File: src/i2c_settings.svh
`ifndef I2C_SETTINGS_SVH
`define I2C_SETTINGS_SVH

// data path and FIFO sizing.
`define I2C_DATA_W        8
`define I2C_FIFO_DEPTH    4
`define I2C_PRESCALE_RST  8'd4

// register offsets on paddr.
`define I2C_ADDR_PRESCALE 8'd0
`define I2C_ADDR_CMD      8'd1
`define I2C_ADDR_STATUS   8'd2
`define I2C_ADDR_TX       8'd3
`define I2C_ADDR_RX       8'd4
`define I2C_ADDR_SLAVE    8'd5
`define I2C_ADDR_LEN      8'd6

`endif

File: src/i2c_pkg.sv
`default_nettype none

`include "i2c_settings.svh"

package i2c_pkg;

    // one byte on the bus, and the unit of both FIFOs.
    typedef logic [`I2C_DATA_W-1:0] byte_t;

    // transaction descriptor handed from the register block to the engine.
    typedef struct packed {
        logic [6:0] addr;   // 7-bit slave address.
        logic       rw;     // 1 selects a read.
        logic [3:0] len;    // byte count, where 0 counts as 1.
    } i2c_cmd_t;

    // engine state as seen by software through the status register.
    typedef struct packed {
        logic busy;
        logic nack;   // held until the next accepted go.
    } i2c_status_t;

    // receive FIFO entry.
    typedef struct packed {
        byte_t data;
        logic  last;  // set on the final byte of a read.
    } rx_entry_t;

endpackage

`default_nettype wire

File: src/sync_fifo.sv
`timescale 1ns/10ps
`default_nettype none

`include "i2c_settings.svh"

module sync_fifo #(
    parameter type payload_t = i2c_pkg::byte_t,
    parameter int  depth     = `I2C_FIFO_DEPTH
) (
    input  wire           pclk,
    input  wire           rst_n,
    input  wire           push,
    input  wire payload_t push_data,
    input  wire           pop,
    output payload_t      head,
    output logic          full,
    output logic          empty
);

    localparam int aw = $clog2(depth);

    payload_t   mem [depth];
    logic [aw:0] wr_ptr;   // the extra top bit tells full from empty.
    logic [aw:0] rd_ptr;
    logic        do_push;
    logic        do_pop;

    assign empty   = (wr_ptr == rd_ptr);
    assign full    = (wr_ptr[aw] != rd_ptr[aw]) && (wr_ptr[aw-1:0] == rd_ptr[aw-1:0]);
    assign do_push = push && !full;   // a push into a full FIFO is lost.
    assign do_pop  = pop && !empty;
    assign head    = mem[rd_ptr[aw-1:0]];

    always_ff @(posedge pclk) begin
        if (!rst_n) begin
            wr_ptr <= '0;
            rd_ptr <= '0;
        end else begin
            if (do_push) begin
                wr_ptr <= wr_ptr + 1'b1;
            end
            if (do_pop) begin
                rd_ptr <= rd_ptr + 1'b1;
            end
        end
    end

    always_ff @(posedge pclk) begin
        if (do_push) begin
            mem[wr_ptr[aw-1:0]] <= push_data;
        end
    end

endmodule

`default_nettype wire

File: src/apb_regs.sv
`timescale 1ns/10ps
`default_nettype none

`include "i2c_settings.svh"

module apb_regs (
    input  wire                         pclk,
    input  wire                         rst_n,
    input  wire                         psel,
    input  wire                         penable,
    input  wire                         pwrite,
    input  wire  [7:0]                  paddr,
    input  wire  i2c_pkg::byte_t        pwdata,
    output i2c_pkg::byte_t              prdata,
    output logic                        pready,
    output i2c_pkg::i2c_cmd_t           cmd,
    output logic                        go,
    output i2c_pkg::byte_t              prescale,
    input  wire  i2c_pkg::i2c_status_t  status,
    output logic                        tx_push,
    output i2c_pkg::byte_t              tx_data,
    input  wire                         tx_full,
    input  wire                         tx_empty,
    output logic                        rx_pop,
    input  wire  i2c_pkg::rx_entry_t    rx_head,
    input  wire                         rx_full,
    input  wire                         rx_empty
);

    import i2c_pkg::*;

    logic  wr_access;
    logic  rd_access;
    byte_t status_word;

    // every access finishes in its access phase.
    assign pready    = 1'b1;
    assign wr_access = psel && penable && pwrite;
    assign rd_access = psel && penable && !pwrite;

    // FIFO strobes act at the edge that closes the access phase.
    assign tx_push = wr_access && (paddr == `I2C_ADDR_TX);
    assign tx_data = pwdata;
    assign rx_pop  = rd_access && (paddr == `I2C_ADDR_RX);

    assign status_word = {
        1'b0,
        rx_head.last && !rx_empty,  // only meaningful while an entry waits.
        status.nack,
        status.busy,
        rx_empty,
        rx_full,
        tx_empty,
        tx_full
    };

    always_ff @(posedge pclk) begin
        if (!rst_n) begin
            prescale <= `I2C_PRESCALE_RST;
            cmd      <= '0;
            go       <= 1'b0;
        end else begin
            go <= wr_access && (paddr == `I2C_ADDR_CMD) && pwdata[0];
            if (wr_access) begin
                case (paddr)
                    `I2C_ADDR_PRESCALE: prescale <= pwdata;
                    `I2C_ADDR_CMD:      cmd.rw   <= pwdata[1];
                    `I2C_ADDR_SLAVE:    cmd.addr <= pwdata[6:0];
                    `I2C_ADDR_LEN:      cmd.len  <= pwdata[3:0];
                    default: ;
                endcase
            end
        end
    end

    // read data is only driven during a read access phase.
    always_comb begin
        prdata = '0;
        if (rd_access) begin
            case (paddr)
                `I2C_ADDR_PRESCALE: prdata = prescale;
                `I2C_ADDR_CMD:      prdata = {6'd0, cmd.rw, 1'b0};  // go reads back as 0.
                `I2C_ADDR_STATUS:   prdata = status_word;
                `I2C_ADDR_RX:       prdata = rx_head.data;
                `I2C_ADDR_SLAVE:    prdata = {1'b0, cmd.addr};
                `I2C_ADDR_LEN:      prdata = {4'd0, cmd.len};
                default:            prdata = '0;
            endcase
        end
    end

endmodule

`default_nettype wire

File: src/i2c_bit_engine.sv
`timescale 1ns/10ps
`default_nettype none

module i2c_bit_engine (
    input  wire                        pclk,
    input  wire                        rst_n,
    input  wire                        go,
    input  wire i2c_pkg::i2c_cmd_t     cmd,
    input  wire i2c_pkg::byte_t        prescale,
    output i2c_pkg::i2c_status_t       status,
    output logic                       tx_pop,
    input  wire i2c_pkg::byte_t        tx_data,
    input  wire                        tx_empty,
    output logic                       rx_push,
    output i2c_pkg::rx_entry_t         rx_data,
    input  wire                        sda_in,
    output logic                       scl_out,
    output logic                       sda_out
);

    import i2c_pkg::*;

    typedef enum logic [2:0] {
        ST_IDLE,
        ST_START,
        ST_ADDR,
        ST_ACK,
        ST_DATA,
        ST_DACK,
        ST_STOP
    } state_t;

    state_t     state;
    logic [1:0] ph;        // quarter-bit phase, 0 and 1 are SCL low.
    byte_t      cnt;
    logic       tick;
    logic       bit_end;
    logic       sample;
    logic [2:0] bit_cnt;
    logic [3:0] byte_cnt;  // bytes left, including the current one.
    byte_t      shreg;
    byte_t      tx_byte;
    logic       rw;
    logic       ack_bit;
    logic       nack;
    logic       sda_q;
    logic       last_byte;
    logic       load_tx;

    assign tick      = (state != ST_IDLE) && (cnt == '0);
    assign bit_end   = tick && (ph == 2'd3);
    assign sample    = tick && (ph == 2'd2);   // end of the first high phase.
    assign last_byte = (byte_cnt == 4'd1);

    // the next write byte is fetched when an ACK bit closes and more data follows.
    assign load_tx = bit_end && !rw && !ack_bit &&
                     ((state == ST_ACK) || ((state == ST_DACK) && !last_byte));
    assign tx_byte = tx_empty ? 8'hFF : tx_data;
    assign tx_pop  = load_tx && !tx_empty;

    assign rx_push = bit_end && rw && (state == ST_DATA) && (bit_cnt == 3'd0);
    assign rx_data = {shreg, last_byte};

    assign status  = {state != ST_IDLE, nack};
    assign scl_out = (state == ST_IDLE) || ph[1];
    assign sda_out = sda_q;

    // the START occupies the two high phases, so a transaction begins at phase 2.
    always_ff @(posedge pclk) begin
        if (!rst_n) begin
            cnt <= '0;
            ph  <= 2'd3;
        end else if (state == ST_IDLE) begin
            if (go) begin
                cnt <= prescale;
                ph  <= 2'd2;
            end
        end else if (tick) begin
            cnt <= prescale;
            ph  <= ph + 2'd1;
        end else begin
            cnt <= cnt - 8'd1;
        end
    end

    always_ff @(posedge pclk) begin
        if (!rst_n) begin
            state    <= ST_IDLE;
            sda_q    <= 1'b1;
            nack     <= 1'b0;
            ack_bit  <= 1'b0;
            rw       <= 1'b0;
            bit_cnt  <= '0;
            byte_cnt <= '0;
        end else begin
            case (state)
                ST_IDLE: if (go) begin
                    state    <= ST_START;
                    rw       <= cmd.rw;
                    byte_cnt <= (cmd.len == 4'd0) ? 4'd1 : cmd.len;
                    nack     <= 1'b0;
                end
                ST_START: if (sample) begin
                    sda_q <= 1'b0;  // SDA falls while SCL is high.
                end else if (bit_end) begin
                    state   <= ST_ADDR;
                    bit_cnt <= 3'd7;
                    sda_q   <= shreg[7];
                end
                ST_ADDR: if (bit_end) begin
                    if (bit_cnt == 3'd0) begin
                        state <= ST_ACK;
                        sda_q <= 1'b1;
                    end else begin
                        bit_cnt <= bit_cnt - 3'd1;
                        sda_q   <= shreg[7];
                    end
                end
                ST_ACK: begin
                    if (sample) begin
                        ack_bit <= sda_in;
                    end
                    if (bit_end) begin
                        if (ack_bit) begin
                            nack  <= 1'b1;
                            state <= ST_STOP;
                            sda_q <= 1'b0;
                        end else begin
                            state   <= ST_DATA;
                            bit_cnt <= 3'd7;
                            sda_q   <= rw ? 1'b1 : tx_byte[7];
                        end
                    end
                end
                ST_DATA: if (bit_end) begin
                    if (bit_cnt == 3'd0) begin
                        state <= ST_DACK;
                        sda_q <= rw ? last_byte : 1'b1;  // the master NACKs the last read byte.
                    end else begin
                        bit_cnt <= bit_cnt - 3'd1;
                        sda_q   <= rw ? 1'b1 : shreg[7];
                    end
                end
                ST_DACK: begin
                    if (sample) begin
                        ack_bit <= sda_in;
                    end
                    if (bit_end) begin
                        if (!rw && ack_bit) begin
                            nack  <= 1'b1;
                            state <= ST_STOP;
                            sda_q <= 1'b0;
                        end else if (last_byte) begin
                            state <= ST_STOP;
                            sda_q <= 1'b0;
                        end else begin
                            byte_cnt <= byte_cnt - 4'd1;
                            state    <= ST_DATA;
                            bit_cnt  <= 3'd7;
                            sda_q    <= rw ? 1'b1 : tx_byte[7];
                        end
                    end
                end
                ST_STOP: begin
                    if (sample) begin
                        sda_q <= 1'b1;  // SDA rises while SCL is high.
                    end
                    if (bit_end) begin
                        state <= ST_IDLE;
                    end
                end
                default: state <= ST_IDLE;
            endcase
        end
    end

    // shifting left at each sample both exposes the next transmit bit and collects read data.
    always_ff @(posedge pclk) begin
        if ((state == ST_IDLE) && go) begin
            shreg <= {cmd.addr, cmd.rw};
        end else if (sample && ((state == ST_ADDR) || (state == ST_DATA))) begin
            shreg <= {shreg[6:0], sda_in};
        end else if (load_tx) begin
            shreg <= tx_byte;
        end
    end

endmodule

`default_nettype wire

File: src/i2c_master_top.sv
`timescale 1ns/10ps
`default_nettype none

module i2c_master_top (
    input  wire                  pclk,
    input  wire                  rst_n,
    input  wire                  psel,
    input  wire                  penable,
    input  wire                  pwrite,
    input  wire [7:0]            paddr,
    input  wire i2c_pkg::byte_t  pwdata,
    output wire i2c_pkg::byte_t  prdata,
    output wire                  pready,
    input  wire                  sda_in,
    output wire                  scl_out,
    output wire                  sda_out
);

    import i2c_pkg::*;

    i2c_cmd_t    cmd;
    logic        go;
    byte_t       prescale;
    i2c_status_t status;
    logic        tx_push;
    byte_t       tx_wdata;
    logic        tx_pop;
    byte_t       tx_head;
    logic        tx_full;
    logic        tx_empty;
    logic        rx_push;
    rx_entry_t   rx_wdata;
    logic        rx_pop;
    rx_entry_t   rx_head;
    logic        rx_full;
    logic        rx_empty;

    apb_regs u_regs (
        .pclk     (pclk),
        .rst_n    (rst_n),
        .psel     (psel),
        .penable  (penable),
        .pwrite   (pwrite),
        .paddr    (paddr),
        .pwdata   (pwdata),
        .prdata   (prdata),
        .pready   (pready),
        .cmd      (cmd),
        .go       (go),
        .prescale (prescale),
        .status   (status),
        .tx_push  (tx_push),
        .tx_data  (tx_wdata),
        .tx_full  (tx_full),
        .tx_empty (tx_empty),
        .rx_pop   (rx_pop),
        .rx_head  (rx_head),
        .rx_full  (rx_full),
        .rx_empty (rx_empty)
    );

    sync_fifo #(.payload_t(byte_t)) u_tx_fifo (
        .pclk      (pclk),
        .rst_n     (rst_n),
        .push      (tx_push),
        .push_data (tx_wdata),
        .pop       (tx_pop),
        .head      (tx_head),
        .full      (tx_full),
        .empty     (tx_empty)
    );

    i2c_bit_engine u_engine (
        .pclk     (pclk),
        .rst_n    (rst_n),
        .go       (go),
        .cmd      (cmd),
        .prescale (prescale),
        .status   (status),
        .tx_pop   (tx_pop),
        .tx_data  (tx_head),
        .tx_empty (tx_empty),
        .rx_push  (rx_push),
        .rx_data  (rx_wdata),
        .sda_in   (sda_in),
        .scl_out  (scl_out),
        .sda_out  (sda_out)
    );

    // received bytes wait here until software reads the receive register.
    sync_fifo #(.payload_t(rx_entry_t)) u_rx_fifo (
        .pclk      (pclk),
        .rst_n     (rst_n),
        .push      (rx_push),
        .push_data (rx_wdata),
        .pop       (rx_pop),
        .head      (rx_head),
        .full      (rx_full),
        .empty     (rx_empty)
    );

endmodule

`default_nettype wire

File: config.mk
export PLATFORM = sky130hd
export DESIGN_NAME = i2c_master_top
export DESIGN_NICKNAME = d
export VERILOG_FILES = /design/src/i2c_pkg.sv /design/src/sync_fifo.sv /design/src/apb_regs.sv /design/src/i2c_bit_engine.sv /design/src/i2c_master_top.sv
export VERILOG_INCLUDE_DIRS = /design/src
export SDC_FILE = /design/constraint.sdc
export NUM_CORES = 1
export LEC_CHECK = 0
export BUFFER_PORTS_ARGS = -buffer_cell sky130_fd_sc_hd__buf_2
export CAP_MARGIN = 5
export CORE_UTILIZATION = 61
export DETAILED_ROUTE_END_ITERATION = 10
export PLACE_DENSITY_LB_ADDON = 0.1
export SLEW_MARGIN = 30
export SYNTH_ARGS = -nofsm -noshare
export SYNTH_HDL_FRONTEND = slang
export SYNTH_SLANG_ARGS = --single-unit
File: constraint.sdc
create_clock -name pclk -period 2.8 [get_ports pclk]
set_input_delay 0.42 -clock pclk [delete_from_list [all_inputs] [get_ports pclk]]
set_output_delay 0.42 -clock pclk [all_outputs]
set_load 0.005 [all_outputs]
After elaboration in Yosys (flattened, before gate mapping)
Memory sizes are Yosys's and may differ from the RTL's. A register that Yosys moved wholly into a read port is not among the register bits.
Cells that the tools add are included.

operators by class
  eq/ne operators = 40
  shift-type cells = 0
  multipliers = 0
  bitwise gates (word level) = 0
  reductions and logical operators = 65
  mux-type cells = 72
  div/mod/pow operators = 0
  magnitude comparators = 0
  add/subtract/negate cells = 8

operators with widths
  cell                   count
  $mux W8                8
  $mux W3                20
  $pmux W8 S6            1
  $logic_and A1 B1 Y1    28
  $eq A8 B3 Y1 const B   3
  $mux W1                24
  $ne A2 B1 Y1 const B   11
  $pmux W3 S7            1
  $mux W4                5
  $reduce_and A10 Y1     2
  $mux W2                9
  $eq A8 B2 Y1 const B   2
  $logic_not A8 Y1       2
  $ne A2 B2 Y1 const B   7
  $reduce_and A2 Y1      7
  $add A3 B1 Y3 const B  4
  $pmux W3 S4            1
  $eq A3 B3 Y1 const B   3
  $reduce_bool A3 Y1     3
  $eq A8 B1 Y1 const B   1
  $logic_not A1 Y1       8
  $pmux W4 S2            1
  $sub A8 B1 Y8 const B  1
  $reduce_and A7 Y1      1
  22 further kinds       32

word-level totals
  RAM bits = 68
  memories kept = 2
  output and inout bits = 11
  word-level logic and storage cells = 206
  bits in latches = 0
  memory bits (read-only) = 0
  input bits = 22
  bits in registers = 65

memories
  name           depth  width  rd ports  clocked after Yosys merged registers in  wr ports  RTL line         text
  u_rx_fifo.mem  4      9      1         1                                        1         sync_fifo.sv:22  payload_t mem [depth];
  u_tx_fifo.mem  4      8      1         1                                        1         sync_fifo.sv:22

Longest topological paths before layout
  depth in word-level cells = 10
  mapped depth = 9
  depth with buffers taken out = 8

Modules after synthesis
A second synthesis with hierarchy kept.

second synthesis, totals
  cell total of the unflattened synthesis = 654
  area total of the unflattened synthesis = 7040.5 µm²

modules (own cells, without submodules)
  module                  cells each  instances  seq. area each (µm²)  area each (µm²)
  i2c_bit_engine          277         1          720.7                 2122.0
  sync_fifo at u_rx_fifo  115         1          1241.2                1866.8
  sync_fifo at u_tx_fifo  110         1          1121.1                1724.2
  apb_regs                152         1          420.4                 1327.5

Worst setup path before layout
OpenSTA, ideal clock, no wires.

  path type = input to register
  start point = input paddr[5]
  end point = memory u_tx_fifo.mem[0][0] (netlist name), enable pin
  setup time = 332 ps
  arrival time = 2259 ps
  data required time = 2468 ps
  stages on the path = 6
  buffers on the path = 2
  setup slack = 209 ps
  cells stage by stage = or4_1 -> buf_2 -> or3_1 -> buf_6 -> nor4b_4 -> and2_1

on the way
  cells in the longest elaborated chain, start to end = 5

ends and longest elaborated chain
  item                           RTL line              text
  start: declaration             i2c_master_top.sv:10  input wire [7:0] paddr,
  $eq A8 B2 Y1 (no line)         n/a
  $logic_and A1 B1 Y1            apb_regs.sv:42        assign tx_push = wr_access && (paddr == `I2C_ADDR_TX);
  $logic_and A1 B1 Y1            sync_fifo.sv:30       assign do_push = push && !full;
  $mux W1                        sync_fifo.sv:49       if (do_push) begin
  $mux W1 (implied by the code)  sync_fifo.sv:50       mem[wr_ptr[aw-1:0]] <= push_data;
  end: declaration               sync_fifo.sv:22

No other way between the ends.

Worst setup path after layout
  start point = input paddr[5]
  end point = output prdata[0]

on the way
  cells in the longest elaborated chain, start to end = 3
  elaborated cells on any way between the ends = 8
  classes of those cells = eq/ne: 5; mux: 2; reduce/logical: 1

ends and longest elaborated chain
  item                                        RTL line              text
  $eq A8 B3 Y1, or another cell as far along  apb_regs.sv:80        case (paddr)
  $pmux W8 S6 (*)                             apb_regs.sv:80
  $mux W8 (*)                                 apb_regs.sv:79        if (rd_access) begin
  end: declaration                            i2c_master_top.sv:12  output wire i2c_pkg::byte_t prdata,

Mark *: on every way between the ends. The rest lies on a longest branch, timed or not.

==> results.tsv <==
stage	metric	value	unit
run_status	outcome	complete, no violations	
synthesis	synth_area	6470	sq um
routing	drc	0	
hold_path	min_path_cells	2	
clock_network	cts_root_buf	clkbuf_8	
setup_path	regToRegSetupSlack	0.12	ns
pwr	seq_power_share	46.6	%
routing	wirelength	15600	um
global_route	antenna_found_initial	0	
synthesis	synthArstFlopShare	0	%
placed_design	place_hpwl	11100	um
synthesis	syn_avg_cell_area	11.5	sq um
synthesis	yosys-top-cells-area	edfxtp_1 35%, dfxtp_1 19%, mux4_2 5.9%, mux2i_1 4.6%, nor2_1 3.8%	
floorplanning	rows	37	
finish	final_util	73.5	%
synthesis	synth_edf_count	76	
timing	hold_slack	0.116	ns
clock_network	cts_setup_buffers	0	
setup_path	crit_path_end	prdata[0]	
floorplanning	fp.dieH	105	um
routing	avgRoutedWirePerCell	20.5	um
global_route	grt_pass1_vias	4601	
synthesis	syn_inst	563	
synthesis	synth.yosys.seq_area_share	54.1	%
routing	antenna_left	0	
timing	fin_skew	0.00879	ns
timing	timing.fmax	366	MHz
finish	num_antenna_cells	0	
global_route	grt_start_max_net_pins	24	
finish	instances_no_fill	764	
synthesis	synthesis.yosys.warnings	0	
finish	layout.nets	655	
clock_network	clk_path_buf_depth	2	
timing	slew_headroom	26.6	%
finish	n_fill_cell	679	
timing	worstMarginPinSlew	1.09	ns
setup_path	cp-end-kind	output pin	
pwr	switchingPower	0.910	mW
routing	drt_iter0_markers	380	
timing	min_period_over_period	97.5	%
pwr	power_density	596	nW/um^2
timing	post-route-min-period	2.73	ns
setup_path	required	2.38	ns
setup_path	critPathArrivalTime	2.31	ns
pwr	switching_share	20.1	%
synthesis	synth_fp_nets	603	
timing	finalHoldViolations	0	
synthesis	synth_ff_type	edfxtp_1	
clock_network	h-tree-depth	4	
flow_run	cap_violations	0	
synthesis	synthMostInstantiatedCell	edfxtp_1	
pwr	p_int	3.61	mW
pwr	combPwrFrac	1.7	%
floorplanning	die_x	105	um
finish	final_layout_size_suffix_gt1_share	19.6	%
placed_design	gp_congestion	0.942	
placed_design	io_buffers	31	
routing	vias_per_cell	6.34	
clock_network	clk_latency	0.53	ns
synthesis	synth_largest_area_cell	edfxtp_1	
setup_path	path_class	in2out	
synthesis	yosys.area.top_type_share	35.3	%
clock_network	path_clk_slew	0.06	ns
setup_path	critPathMaxFanout	4	
clock_network	clkSinkCount	137	
global_route	grt_overflow_total	0	
clock_network	cts_tree	done	
floorplanning	boundaryPins	33	
setup_path	r2r-start	u_engine.ph[0]	
timing	slew_violations	0	
finish	area_growth	17.2	%
setup_path	r2r_end	u_engine.shreg[2]	
floorplanning	die-area	11000	sq um
setup_path	crit_path_start	paddr[5]	
routing	num_vias	4840	
clock_network	cts_buffers	17	
floorplanning	start_util	62.7	%
placed_design	placed_cells	732	
pwr	power.share.clock	51.7	%
global_route	grt.total_usage	30.1	%
setup_path	ff2ff_path_depth	7	
global_route	grt_pass1_wl	24800	um
synthesis	ys_ff_latch	137	
synthesis	synth_cell_type_count	64	
floorplanning	core	10300	sq um
timing	setup_tns	0	ns
pwr	irDropWorstVdd	0.408	mV
routing	firstDrtPassIters	6	
timing	setup_viol	0	
pwr	p_leak	2.69	nW
hold_path	hold_class	in2reg	
pwr	p_total	4.52	mW
synthesis	synth_top_cells_by_count	76 x edfxtp_1, 66 x nor2_1, 61 x dfxtp_1	
timing	rsz0062_at_grt	false	
setup_path	cp-start-kind	input port	
==> how the worst min path moves through the flow <==
stage / end / slack [ns] / start
3_5_place_dp: u_engine.bit_cnt[0] / 0.47 / u_engine.bit_cnt[0]
6_report: u_regs.prescale[2] / 0.12 / rst_n
5_1_grt: u_regs.prescale[2] / 0.11 / rst_n
4_1_cts: u_regs.prescale[2] / 0.10 / rst_n
3_3_place_gp: u_engine.byte_cnt[3] / 0.47 / u_engine.byte_cnt[3]
2_1_floorplan: u_engine.bit_cnt[0] / 0.45 / u_engine.bit_cnt[0]
==> logic make-up (layout without fill, tap and decap cells) <==
family | count (synthesis) | after routing | synth area share, %
xor+xnor | 14 | 14 | 1.89
buf+inv | 46 | 111 | 2.88
compound gates | 119 | 119 | 12.1
fa+ha+maj | 18 | 18 | 3.48
simple gates | 180 | 180 | 14.8
other cells | 1 | 1 | 0.0579
flops | 137 | 137 | 54.1
mux | 48 | 48 | 10.7
==> power by group through the flow <==
stage	Clock [mW]	Combinational, mW	Sequential, mW
global placement	0	0.0722	2.15
floorplan	0	0.0298	2.15
detailed placement	0	0.0739	2.15
finish	2.34	0.0762	2.11
global route	2.44	0.0808	2.11
CTS	2.35	0.0741	2.11
==> worst max-delay path, cell delays in order <==
cell      delay (ns)
buf_2           0.10
or4_4           0.55
buf_4           0.16
or4_1           0.53
nor2_1          0.15
a221oi_1        0.07
a21oi_1         0.19
buf_2           0.15
==> metal layers <==
layer	GRT usage, %	part of all wire, %	vias to the layer above
met1	39.8	43	2384
met3	6.49	6.5	29
met5	0	0	-
met2	48.8	49	204
met4	11.7	2.4	0
li1	-	-	2223
==> through the flow <==
step                cell area (sq um)  setup WS [ns]
floorplan                        6470          0.209
global placement                 6950         0.0669
detailed placement               6950         0.0144
CTS                              7580         0.0306
global route                     7590        0.00549
finish                           7590         0.0707
==> state kept, by name, summed over array words and instances, names as in the netlist, named ones only <==
register / flops
u_regs.prescale: 8
u_engine.state: 3
u_engine.rw: 1
u_engine.byte_cnt: 4
u_engine.ph: 2
u_engine.nack: 1
u_rx_fifo.rd_ptr: 3
u_regs.go: 1
u_rx_fifo.mem: 36
u_engine.ack_bit: 1
u_engine.sda_out: 1
u_engine.shreg: 8
u_tx_fifo.wr_ptr: 3
u_engine.bit_cnt: 3
u_tx_fifo.mem: 32
u_regs.cmd: 12
u_engine.cnt: 8
u_tx_fifo.rd_ptr: 3
u_rx_fifo.wr_ptr: 3
==> cell type report <==
class	instances	area, sq um	share of cell area (%)
Sequential cell	137	3500	46.2
Inverter	18	67.6	0.891
Clock inverter	13	190	2.51
Timing Repair Buffer	61	430	5.67
Tap cell	136	170	2.24
Multi-Input combinational cell	380	2790	36.8
Clock buffer	19	432	5.69
==> what timing repair did <==
item                                   in CTS  in global routing
gates resized for setup                     1                  2
setup endpoints to repair                   1                  7
hold buffers                                0                  0
endpoints found under the hold margin       0                  0
==> cells in the final DEF, fill, tap and decap left out, drive strengths merged, types with 12 or more instances in the layout <==
master	netlist	routed
dfxtp	61	61
mux2i	30	30
nor2	66	66
a21oi	33	33
clkbuf	19	19
buf	9	61
nand2	25	25
mux4	17	17
o21ai	18	18
ha	18	18
inv	17	21
nor3	12	12
edfxtp	76	76
and2	12	12
No activity file was read; power rests on OpenSTA's default activity.
